$ cat src/hw/soc_defs.svh
`ifndef SOC_DEFS_SVH
`define SOC_DEFS_SVH

// clock cycles per microsecond
`define FMAX_MHZ 18

// clock cycles per serial bit
`define UART_CLKS_PER_BIT 8

// byte entries, keep a power of two
`define TX_FIFO_DEPTH 4

// occupancy count must hold the value DEPTH itself
`define TX_FIFO_CNT_W ($clog2(`TX_FIFO_DEPTH) + 1)

// uart
`define ADDR_UART_TX     32'hf000_0000
`define ADDR_UART_STAT   32'hf000_0004

// counters, 64-bit as lo/hi word pairs
`define ADDR_CYCLE_LO    32'hf000_0010
`define ADDR_CYCLE_HI    32'hf000_0014
`define ADDR_MTIME_LO    32'hf000_0018
`define ADDR_MTIME_HI    32'hf000_001c
`define ADDR_MTIMECMP_LO 32'hf000_0020
`define ADDR_MTIMECMP_HI 32'hf000_0024

// general purpose and exit
`define ADDR_GP          32'hf000_0030
`define ADDR_EXIT        32'hf000_0034

`endif

$ cat src/hw/soc_pkg.sv
package soc_pkg;

    // upper and lower words of a timer register
    typedef struct packed {
        logic [31:0] hi;
        logic [31:0] lo;
    } timer_halves_t;

    // full view for increment and compare, halves for bus access
    typedef union packed {
        logic [63:0]   full;
        timer_halves_t halves;
    } timer_word_u;

endpackage

$ cat src/hw/timer_unit.sv
`timescale 1ns/1ps

`include "soc_defs.svh"

module timer_unit (
    input  logic                clkConstrained,
    input  logic                rst,
    input  logic                cmp_lo_wr,
    input  logic                cmp_hi_wr,
    input  logic [31:0]         cmp_wdata,
    output soc_pkg::timer_word_u cycle,
    output soc_pkg::timer_word_u mtime,
    output soc_pkg::timer_word_u mtimecmp,
    output logic                timer_irq
);

    localparam int PRESC_W = ($clog2(`FMAX_MHZ) > 0) ? $clog2(`FMAX_MHZ) : 1;
    localparam logic [PRESC_W-1:0] PRESC_LAST = PRESC_W'(`FMAX_MHZ - 1);

    logic [PRESC_W-1:0] presc;
    logic               usec_tick;

    assign usec_tick = (presc == PRESC_LAST);

    // free-running clock counter
    always_ff @(posedge clkConstrained) begin
        if (rst) begin
            cycle.full <= 64'd0;
        end else begin
            cycle.full <= cycle.full + 64'd1;
        end
    end

    // divide the clock down to one tick per microsecond
    always_ff @(posedge clkConstrained) begin
        if (rst) begin
            presc <= '0;
        end else if (usec_tick) begin
            presc <= '0;
        end else begin
            presc <= presc + 1'b1;
        end
    end

    always_ff @(posedge clkConstrained) begin
        if (rst) begin
            mtime.full <= 64'd0;
        end else if (usec_tick) begin
            mtime.full <= mtime.full + 64'd1;
        end
    end

    // compare register, written one word at a time
    always_ff @(posedge clkConstrained) begin
        if (rst) begin
            mtimecmp.full <= 64'd0;
        end else begin
            if (cmp_lo_wr) begin
                mtimecmp.halves.lo <= cmp_wdata;
            end
            if (cmp_hi_wr) begin
                mtimecmp.halves.hi <= cmp_wdata;
            end
        end
    end

    // level, stays high until software moves mtimecmp past mtime
    assign timer_irq = (mtime.full >= mtimecmp.full);

endmodule

$ cat src/hw/mmio_regs.sv
`timescale 1ns/1ps

`include "soc_defs.svh"

module mmio_regs (
    input  logic                       clkConstrained,
    input  logic                       rst,
    input  logic                       d_cmd_start,
    input  logic                       d_cmd_write,
    input  logic [31:0]                d_addr,
    input  logic [31:0]                wdata,
    input  logic [31:0]                wmask,
    output logic                       d_cmd_ready,
    output logic [31:0]                rdata,
    output logic                       rdata_valid,
    input  soc_pkg::timer_word_u       cycle,
    input  soc_pkg::timer_word_u       mtime,
    input  soc_pkg::timer_word_u       mtimecmp,
    output logic                       cmp_lo_wr,
    output logic                       cmp_hi_wr,
    output logic [31:0]                cmp_wdata,
    input  logic                       fifo_full,
    input  logic [`TX_FIFO_CNT_W-1:0]  fifo_count,
    output logic                       push,
    output logic [7:0]                 push_data,
    output logic [31:0]                gp,
    output logic [5:0]                 led,
    output logic                       exited
);

    logic        wr;
    logic        rd;
    logic [31:0] gp_next;
    logic [31:0] stat_word;
    logic [31:0] rd_word;
    logic [31:0] cmp_old;

    assign wr = d_cmd_start && d_cmd_write;
    assign rd = d_cmd_start && !d_cmd_write;

    // stall every command while the fifo has no room
    assign d_cmd_ready = !fifo_full;

    // count in the low bits, full flag on top
    always_comb begin
        stat_word     = 32'(fifo_count);
        stat_word[31] = fifo_full;
    end

    always_comb begin
        case (d_addr)
            `ADDR_UART_STAT:   rd_word = stat_word;
            `ADDR_CYCLE_LO:    rd_word = cycle.halves.lo;
            `ADDR_CYCLE_HI:    rd_word = cycle.halves.hi;
            `ADDR_MTIME_LO:    rd_word = mtime.halves.lo;
            `ADDR_MTIME_HI:    rd_word = mtime.halves.hi;
            `ADDR_MTIMECMP_LO: rd_word = mtimecmp.halves.lo;
            `ADDR_MTIMECMP_HI: rd_word = mtimecmp.halves.hi;
            `ADDR_GP:          rd_word = gp;
            `ADDR_EXIT:        rd_word = {31'd0, exited};
            default:           rd_word = 32'd0;
        endcase
    end

    always_ff @(posedge clkConstrained) begin
        if (rd) begin
            rdata <= rd_word;
        end
    end

    always_ff @(posedge clkConstrained) begin
        if (rst) begin
            rdata_valid <= 1'b0;
        end else begin
            rdata_valid <= rd;
        end
    end

    // merge the masked bits into whichever compare half is addressed
    assign cmp_lo_wr = wr && (d_addr == `ADDR_MTIMECMP_LO);
    assign cmp_hi_wr = wr && (d_addr == `ADDR_MTIMECMP_HI);
    assign cmp_old   = cmp_hi_wr ? mtimecmp.halves.hi : mtimecmp.halves.lo;
    assign cmp_wdata = (cmp_old & ~wmask) | (wdata & wmask);

    // byte goes straight into the tx fifo
    assign push      = wr && (d_addr == `ADDR_UART_TX);
    assign push_data = wdata[7:0];

    assign gp_next = (wr && (d_addr == `ADDR_GP)) ? ((gp & ~wmask) | (wdata & wmask)) : gp;

    // leds are active low and track gp without lag
    always_ff @(posedge clkConstrained) begin
        if (rst) begin
            gp  <= 32'd0;
            led <= 6'h3f;
        end else begin
            gp  <= gp_next;
            led <= ~gp_next[5:0];
        end
    end

    // sticky until reset
    always_ff @(posedge clkConstrained) begin
        if (rst) begin
            exited <= 1'b0;
        end else if (wr && (d_addr == `ADDR_EXIT) && wdata[0] && wmask[0]) begin
            exited <= 1'b1;
        end
    end

endmodule

$ cat src/hw/tx_fifo.sv
`timescale 1ns/1ps

`include "soc_defs.svh"

module tx_fifo (
    input  logic                      clkConstrained,
    input  logic                      rst,
    input  logic                      push,
    input  logic [7:0]                push_data,
    input  logic                      pop,
    output logic [7:0]                pop_data,
    output logic                      full,
    output logic                      empty,
    output logic [`TX_FIFO_CNT_W-1:0] count
);

    localparam int PTR_W = ($clog2(`TX_FIFO_DEPTH) > 0) ? $clog2(`TX_FIFO_DEPTH) : 1;

    logic [7:0]       mem [`TX_FIFO_DEPTH];
    logic [PTR_W-1:0] wr_ptr;
    logic [PTR_W-1:0] rd_ptr;
    logic             do_push;
    logic             do_pop;

    assign full  = (count == `TX_FIFO_CNT_W'(`TX_FIFO_DEPTH));
    assign empty = (count == '0);

    assign do_push = push && !full;
    assign do_pop  = pop && !empty;

    // first-word fall-through
    assign pop_data = mem[rd_ptr];

    always_ff @(posedge clkConstrained) begin
        if (do_push) begin
            mem[wr_ptr] <= push_data;
        end
    end

    // pointers wrap naturally, depth is a power of two
    always_ff @(posedge clkConstrained) begin
        if (rst) begin
            wr_ptr <= '0;
            rd_ptr <= '0;
            count  <= '0;
        end else begin
            if (do_push) begin
                wr_ptr <= wr_ptr + 1'b1;
            end
            if (do_pop) begin
                rd_ptr <= rd_ptr + 1'b1;
            end
            if (do_push && !do_pop) begin
                count <= count + 1'b1;
            end else if (do_pop && !do_push) begin
                count <= count - 1'b1;
            end
        end
    end

endmodule

$ cat src/hw/uart_tx.sv
`timescale 1ns/1ps

`include "soc_defs.svh"

module uart_tx (
    input  logic       clkConstrained,
    input  logic       rst,
    input  logic       empty,
    input  logic [7:0] pop_data,
    output logic       pop,
    output logic       line
);

    localparam int CNT_W = $clog2(`UART_CLKS_PER_BIT + 1);
    localparam logic [CNT_W-1:0] BIT_LAST = CNT_W'(`UART_CLKS_PER_BIT - 1);

    localparam logic [1:0] ST_IDLE  = 2'd0;
    localparam logic [1:0] ST_START = 2'd1;
    localparam logic [1:0] ST_DATA  = 2'd2;
    localparam logic [1:0] ST_STOP  = 2'd3;

    logic [1:0]       state;
    logic [CNT_W-1:0] clk_cnt;
    logic [2:0]       bit_idx;
    logic [7:0]       shift;
    logic             bit_done;

    assign pop      = (state == ST_IDLE) && !empty;
    assign bit_done = (clk_cnt == BIT_LAST);

    always_ff @(posedge clkConstrained) begin
        if (rst) begin
            state   <= ST_IDLE;
            clk_cnt <= '0;
            bit_idx <= '0;
            line    <= 1'b1;
        end else if (state == ST_IDLE) begin
            if (pop) begin
                // start bit goes out right away
                shift   <= pop_data;
                line    <= 1'b0;
                clk_cnt <= '0;
                state   <= ST_START;
            end
        end else if (!bit_done) begin
            clk_cnt <= clk_cnt + 1'b1;
        end else begin
            clk_cnt <= '0;
            case (state)
                ST_START: begin
                    line    <= shift[0];
                    shift   <= shift >> 1;
                    bit_idx <= '0;
                    state   <= ST_DATA;
                end
                ST_DATA: begin
                    if (bit_idx == 3'd7) begin
                        line  <= 1'b1;
                        state <= ST_STOP;
                    end else begin
                        // lsb first
                        line    <= shift[0];
                        shift   <= shift >> 1;
                        bit_idx <= bit_idx + 1'b1;
                    end
                end
                default: begin
                    state <= ST_IDLE;
                end
            endcase
        end
    end

endmodule

$ cat src/hw/soc_top.sv
`timescale 1ns/1ps

`include "soc_defs.svh"

module soc_top (
    input  logic        clkConstrained,
    input  logic        rst,
    input  logic        d_cmd_start,
    input  logic        d_cmd_write,
    input  logic [31:0] d_addr,
    input  logic [31:0] wdata,
    input  logic [31:0] wmask,
    output logic        d_cmd_ready,
    output logic [31:0] rdata,
    output logic        rdata_valid,
    output logic        timer_irq,
    output logic        uart_tx,
    output logic [5:0]  led,
    output logic        exited
);

    import soc_pkg::*;

    timer_word_u                cycle;
    timer_word_u                mtime;
    timer_word_u                mtimecmp;
    logic                       cmp_lo_wr;
    logic                       cmp_hi_wr;
    logic [31:0]                cmp_wdata;
    logic                       push;
    logic [7:0]                 push_data;
    logic                       pop;
    logic [7:0]                 pop_data;
    logic                       fifo_full;
    logic                       fifo_empty;
    logic [`TX_FIFO_CNT_W-1:0]  fifo_count;
    logic [31:0]                gp;

    timer_unit u_timer (
        .clkConstrained (clkConstrained),
        .rst            (rst),
        .cmp_lo_wr      (cmp_lo_wr),
        .cmp_hi_wr      (cmp_hi_wr),
        .cmp_wdata      (cmp_wdata),
        .cycle          (cycle),
        .mtime          (mtime),
        .mtimecmp       (mtimecmp),
        .timer_irq      (timer_irq)
    );

    mmio_regs u_regs (
        .clkConstrained (clkConstrained),
        .rst            (rst),
        .d_cmd_start    (d_cmd_start),
        .d_cmd_write    (d_cmd_write),
        .d_addr         (d_addr),
        .wdata          (wdata),
        .wmask          (wmask),
        .d_cmd_ready    (d_cmd_ready),
        .rdata          (rdata),
        .rdata_valid    (rdata_valid),
        .cycle          (cycle),
        .mtime          (mtime),
        .mtimecmp       (mtimecmp),
        .cmp_lo_wr      (cmp_lo_wr),
        .cmp_hi_wr      (cmp_hi_wr),
        .cmp_wdata      (cmp_wdata),
        .fifo_full      (fifo_full),
        .fifo_count     (fifo_count),
        .push           (push),
        .push_data      (push_data),
        .gp             (gp),
        .led            (led),
        .exited         (exited)
    );

    tx_fifo u_fifo (
        .clkConstrained (clkConstrained),
        .rst            (rst),
        .push           (push),
        .push_data      (push_data),
        .pop            (pop),
        .pop_data       (pop_data),
        .full           (fifo_full),
        .empty          (fifo_empty),
        .count          (fifo_count)
    );

    uart_tx u_uart (
        .clkConstrained (clkConstrained),
        .rst            (rst),
        .empty          (fifo_empty),
        .pop_data       (pop_data),
        .pop            (pop),
        .line           (uart_tx)
    );

endmodule

$ cat config.mk
export PLATFORM = sky130hd
export DESIGN_NAME = soc_top
export DESIGN_NICKNAME = d
export VERILOG_FILES = /design/src/hw/soc_pkg.sv /design/src/hw/timer_unit.sv /design/src/hw/mmio_regs.sv /design/src/hw/tx_fifo.sv /design/src/hw/uart_tx.sv /design/src/hw/soc_top.sv
export VERILOG_INCLUDE_DIRS = /design/src /design/src/hw
export SDC_FILE = /design/constraint.sdc
export NUM_CORES = 1
export LEC_CHECK = 0
export ABC_AREA = 1
export BUFFER_PORTS_ARGS = -buffer_cell sky130_fd_sc_hd__buf_2
export CORE_MARGIN = 2
export CORE_UTILIZATION = 30
export DETAILED_ROUTE_END_ITERATION = 12
export REMOVE_ABC_BUFFERS = 1
export SLEW_MARGIN = 10
export SYNTH_ARGS = -nofsm -noshare
export SYNTH_HDL_FRONTEND = slang
export SYNTH_SLANG_ARGS = --single-unit
$ cat constraint.sdc
create_clock -name clkConstrained -period 3.5 [get_ports clkConstrained]
set_input_delay 0.175 -clock clkConstrained [delete_from_list [all_inputs] [get_ports clkConstrained]]
set_output_delay 0.175 -clock clkConstrained [all_outputs]
set_load 0.02 [all_outputs]
==> metrics.cfg <==
[job]
max_cap_viol_count = 0

[die]
coreArea_um2 = 64100
start_util_pct = 30.2
die_width_um = 258
num_io_pins = 143
die_area_um2 = 66600
die_height_um = 258
num_rows = 93

[synthesis]
synth.yosys.warnings = 0
synth-seq-cells = 328
synth_edf_count = 72
syn_area_um2 = 19400
async_flop_share_pct = 0
yosysUniqueCellTypes = 45
netlist_instances = 2906
ys_seq_area_share_pct = 37.7
syn_area_per_cell_um2 = 6.66
ys.flop_type = dfxtp_1

[global_route]
first_global_vias = 18954
grt_max_degree = 152
grt_use_total_pct = 22.6
antenna_found_initial = 0
grt_first_pass_wirelength_mm = 115
globalRoute.totalOverflow = 0

[cts]
clk_pin_slew_ns = 0.06
cts_root_buf = clkbuf_16
post_cts.repair.setup_buffers = 0
htreeDepth = 2
clock-sinks = 328
cts_tree = done
clock_path_buffers = 3
cts_made_buffers = 39
clk-insertion-delay-late_ns = 0.58
ctsResizeCount = 0

[final_layout]
nets = 3310
final_util_pct = 36.3
syn_to_final_growth_pct = 20.1
diodes = 0
drive_gt1_share_pct = 9.18
instances_no_fill = 4015
finalInstanceArea_um2 = 23200

[setup_path]
cp.required_ns = 3.32
start_kind = flip-flop
cpMaxStageDelayCell = or2_2
crit_path_max_fanout = 3
slowest_delay_ns = 0.36
reg2reg_from = u_timer.cycle[0]
rr_worst_depth = 8
crit_arrival_ns = 2.78
critPathTopFamily = simple AND/OR/NAND/NOR gates
r2r_slack_ns = 1.07
cp_cell_sequence = inv_1 -> ha_1 -> nand2_1 -> nor2_1 -> nand4_1 -> inv_1 -> nand2_1 -> or2_2 -> nand2_1 -> nor2_1 -> nand2_1 -> buf_2
criticalPathCategory = reg -> out
cp_common_cell = nand2_1
critPathBufInv = 3
rr_endpoint = u_timer.cycle[56]
end_kind = output pin

[placement]
placed_cell_area_um2 = 21000
gp_congestion = 0.986
placedCellCount = 3842
io_buffers = 142
place_ws_ns = 0.854
hpwl_mm = 56.5

[routing]
routedWlPerCell_um = 19.0
ant_nets = 0
drcViolationCount = 0
drt_iter0_markers = 1999
viasPerCell = 5.05
first_pass_iters = 6
num_vias = 20271
wl_mm = 76.2

[power]
power_leakage_nw = 9.05
p_total_mw = 9.18
ir_drop_mv = 0.253
p_per_area_nw_per_um2 = 395

[timing]
relSlewSlack_pct = 35.2
worst_slack_ns = 0.548
hold_viol = 0
drv_slew = 0
fmax_ghz = 0.339
tightestPinTransition_ns = 0.968
tns_ns = 0
fin_crit_sh_pct = 84.3
hold_slack_ns = 0.0187
period_minus_slack_ns = 2.95
rsz0062_at_grt = no
fin_skew_ns = 0.0244
final-setup-viol-count = 0

[outcome]
status = complete, no violations

[hold_path]
hold_path.class = in -> reg
holdPathEnd = u_timer.mtimecmp[42]
worstHoldStart = wmask[10]
min_path_cells = 5

-- worst max path at each step --
stage	startpoint	to	slack, ns	cells past startpoint
after floorplan	d_cmd_start	u_fifo.count[2]	1.08	13
after global placement	d_addr[11]	u_regs.rdata[11]	0.90	10
after detailed placement	u_uart.state[0]	u_uart.shift[1]	0.85	7
after CTS	u_timer.mtimecmp[63]	timer_irq	0.59	12
after global routing	u_timer.mtimecmp[15]	timer_irq	0.40	13
final	u_timer.mtimecmp[63]	timer_irq	0.55	12
-- metal layers --
metal / vias to the layer above / routed length [um] / track usage, %
li1: 9912 / - / -
met1: 9456 / 33200 / 30.3
met2: 782 / 33900 / 35.6
met3: 121 / 5830 / 3.57
met4: 0 / 3280 / 10.1
met5: - / 0 / 0
-- cell families (layout without fill, tap and decap cells) --
family | count (synthesis) | after routing | synth area share [%]
AO/OA/AOI/OAI | 449 | 449 | 12.1
adder cells (fa/ha/maj) | 80 | 80 | 5.21
flip-flops | 328 | 328 | 37.7
AND/OR/NAND/NOR | 1529 | 1529 | 33.9
buffers and inverters | 500 | 754 | 10.2
XOR/XNOR | 20 | 20 | 0.905
-- flip-flops by register name, indices dropped and copies added (netlist names), named ones only --
| name | count |
|---|---|
| u_regs.rdata | 32 |
| u_uart.clk_cnt | 4 |
| u_uart.bit_idx | 3 |
| u_fifo.mem | 32 |
| u_timer.presc | 5 |
| u_uart.state | 2 |
| u_regs.gp | 6 |
| u_fifo.rd_ptr | 2 |
| u_fifo.count | 3 |
| u_regs.led | 6 |
| u_timer.cycle | 64 |
| u_regs.rdata_valid | 1 |
| u_uart.shift | 8 |
| u_fifo.wr_ptr | 2 |
| u_timer.mtimecmp | 64 |
| u_uart.line | 1 |
| u_regs.exited | 1 |
| u_timer.mtime | 64 |
-- synth_stat cells (2+ instances only) --
| master | instances | area, um^2 |
|---|---|---|
| a21oi_1 | 225 | 1130 |
| edfxtp_1 | 72 | 2160 |
| nand3_1 | 222 | 1110 |
| or2_2 | 11 | 68.8 |
| buf_4 | 4 | 30.0 |
| nor2_1 | 418 | 1570 |
| nand2_1 | 665 | 2500 |
| xnor2_1 | 4 | 35.0 |
| nor2_2 | 19 | 119 |
| o22ai_1 | 23 | 144 |
| buf_6 | 7 | 78.8 |
| buf_1 | 3 | 11.3 |
| nor4_1 | 2 | 12.5 |
| ha_1 | 79 | 988 |
| nand2_2 | 9 | 56.3 |
| o21ai_1 | 25 | 125 |
| nor3_2 | 3 | 30.0 |
| a211oi_1 | 6 | 45.0 |
| nand4_1 | 84 | 526 |
| nor3b_1 | 3 | 22.5 |
| o211ai_1 | 3 | 22.5 |
| inv_2 | 9 | 33.8 |
| inv_1 | 404 | 1520 |
| a31oi_1 | 12 | 75.1 |
| xor2_1 | 16 | 140 |
| nor3_1 | 78 | 390 |
| nor3_4 | 2 | 32.5 |
| o21bai_1 | 2 | 15.0 |
| clkbuf_1 | 46 | 173 |
| buf_2 | 26 | 130 |
| nor2_4 | 3 | 33.8 |
| nand3_2 | 3 | 30.0 |
| o21ai_0 | 146 | 731 |
| nand3b_1 | 2 | 15.0 |
| dfxtp_1 | 256 | 5120 |
| o21a_1 | 5 | 37.5 |
-- power by group --
part | internal [mW] | switching (mW)
clock | 2.42 | 1.73
sequential | 4.01 | 0.0787
combinational | 0.323 | 0.624
total | 6.75 | 2.43
-- cells in the final DEF, fill, tap and decap left out, types with 3 or more instances in the layout --
master / netlist / routed
nor2_2: 19 / 18
o22ai_1: 23 / 23
nor3b_1: 3 / 3
dfxtp_1: 256 / 256
dlygate4sd3_1: 0 / 102
o21ai_1: 25 / 25
nor3_1: 78 / 78
a211oi_1: 6 / 5
clkinv_2: 0 / 6
o21a_1: 5 / 5
a31oi_1: 12 / 12
a21oi_1: 225 / 225
ha_1: 79 / 79
nor2_4: 3 / 5
clkinv_1: 0 / 4
edfxtp_1: 72 / 72
nor3_2: 3 / 3
nand2_2: 9 / 10
nand3_2: 3 / 3
o211ai_1: 3 / 3
o21ai_0: 146 / 146
nand4_1: 84 / 84
inv_2: 9 / 9
buf_2: 26 / 141
nand3_1: 222 / 222
xnor2_1: 4 / 4
clkbuf_8: 0 / 6
clkbuf_16: 0 / 41
nor2_1: 418 / 417
or2_2: 11 / 11
xor2_1: 16 / 16
inv_1: 404 / 404
clkbuf_1: 46 / 10
nand2_1: 665 / 664
buf_4: 4 / 23
-- worst register-to-register path, stage by stage, from the launching register on --
cell     delay [ns]
dfxtp_1        0.49
ha_1           0.23
nand2_1        0.10
nor2_1         0.28
nand2_1        0.28
nor3_1         0.62
nand3_1        0.15
nand2_1        0.09
a21oi_1        0.05
-- cell type report --
type                    count  area [um^2]
inverters                 414         1560
clock buffers              57         1150
multi-input cells        2078        10100
well taps                 855         1070
clock inverters            14          120
flip-flops and latches    328         7290
fillers                  6911        40900
repair buffers            269         1950
-- what timing repair did --
action,4_1_cts,5_1_grt
hold buffers,102,0
setup endpoints to repair,0,0
endpoints found under the hold margin,116,0
Note: power is estimated with default switching activity, not from simulation.
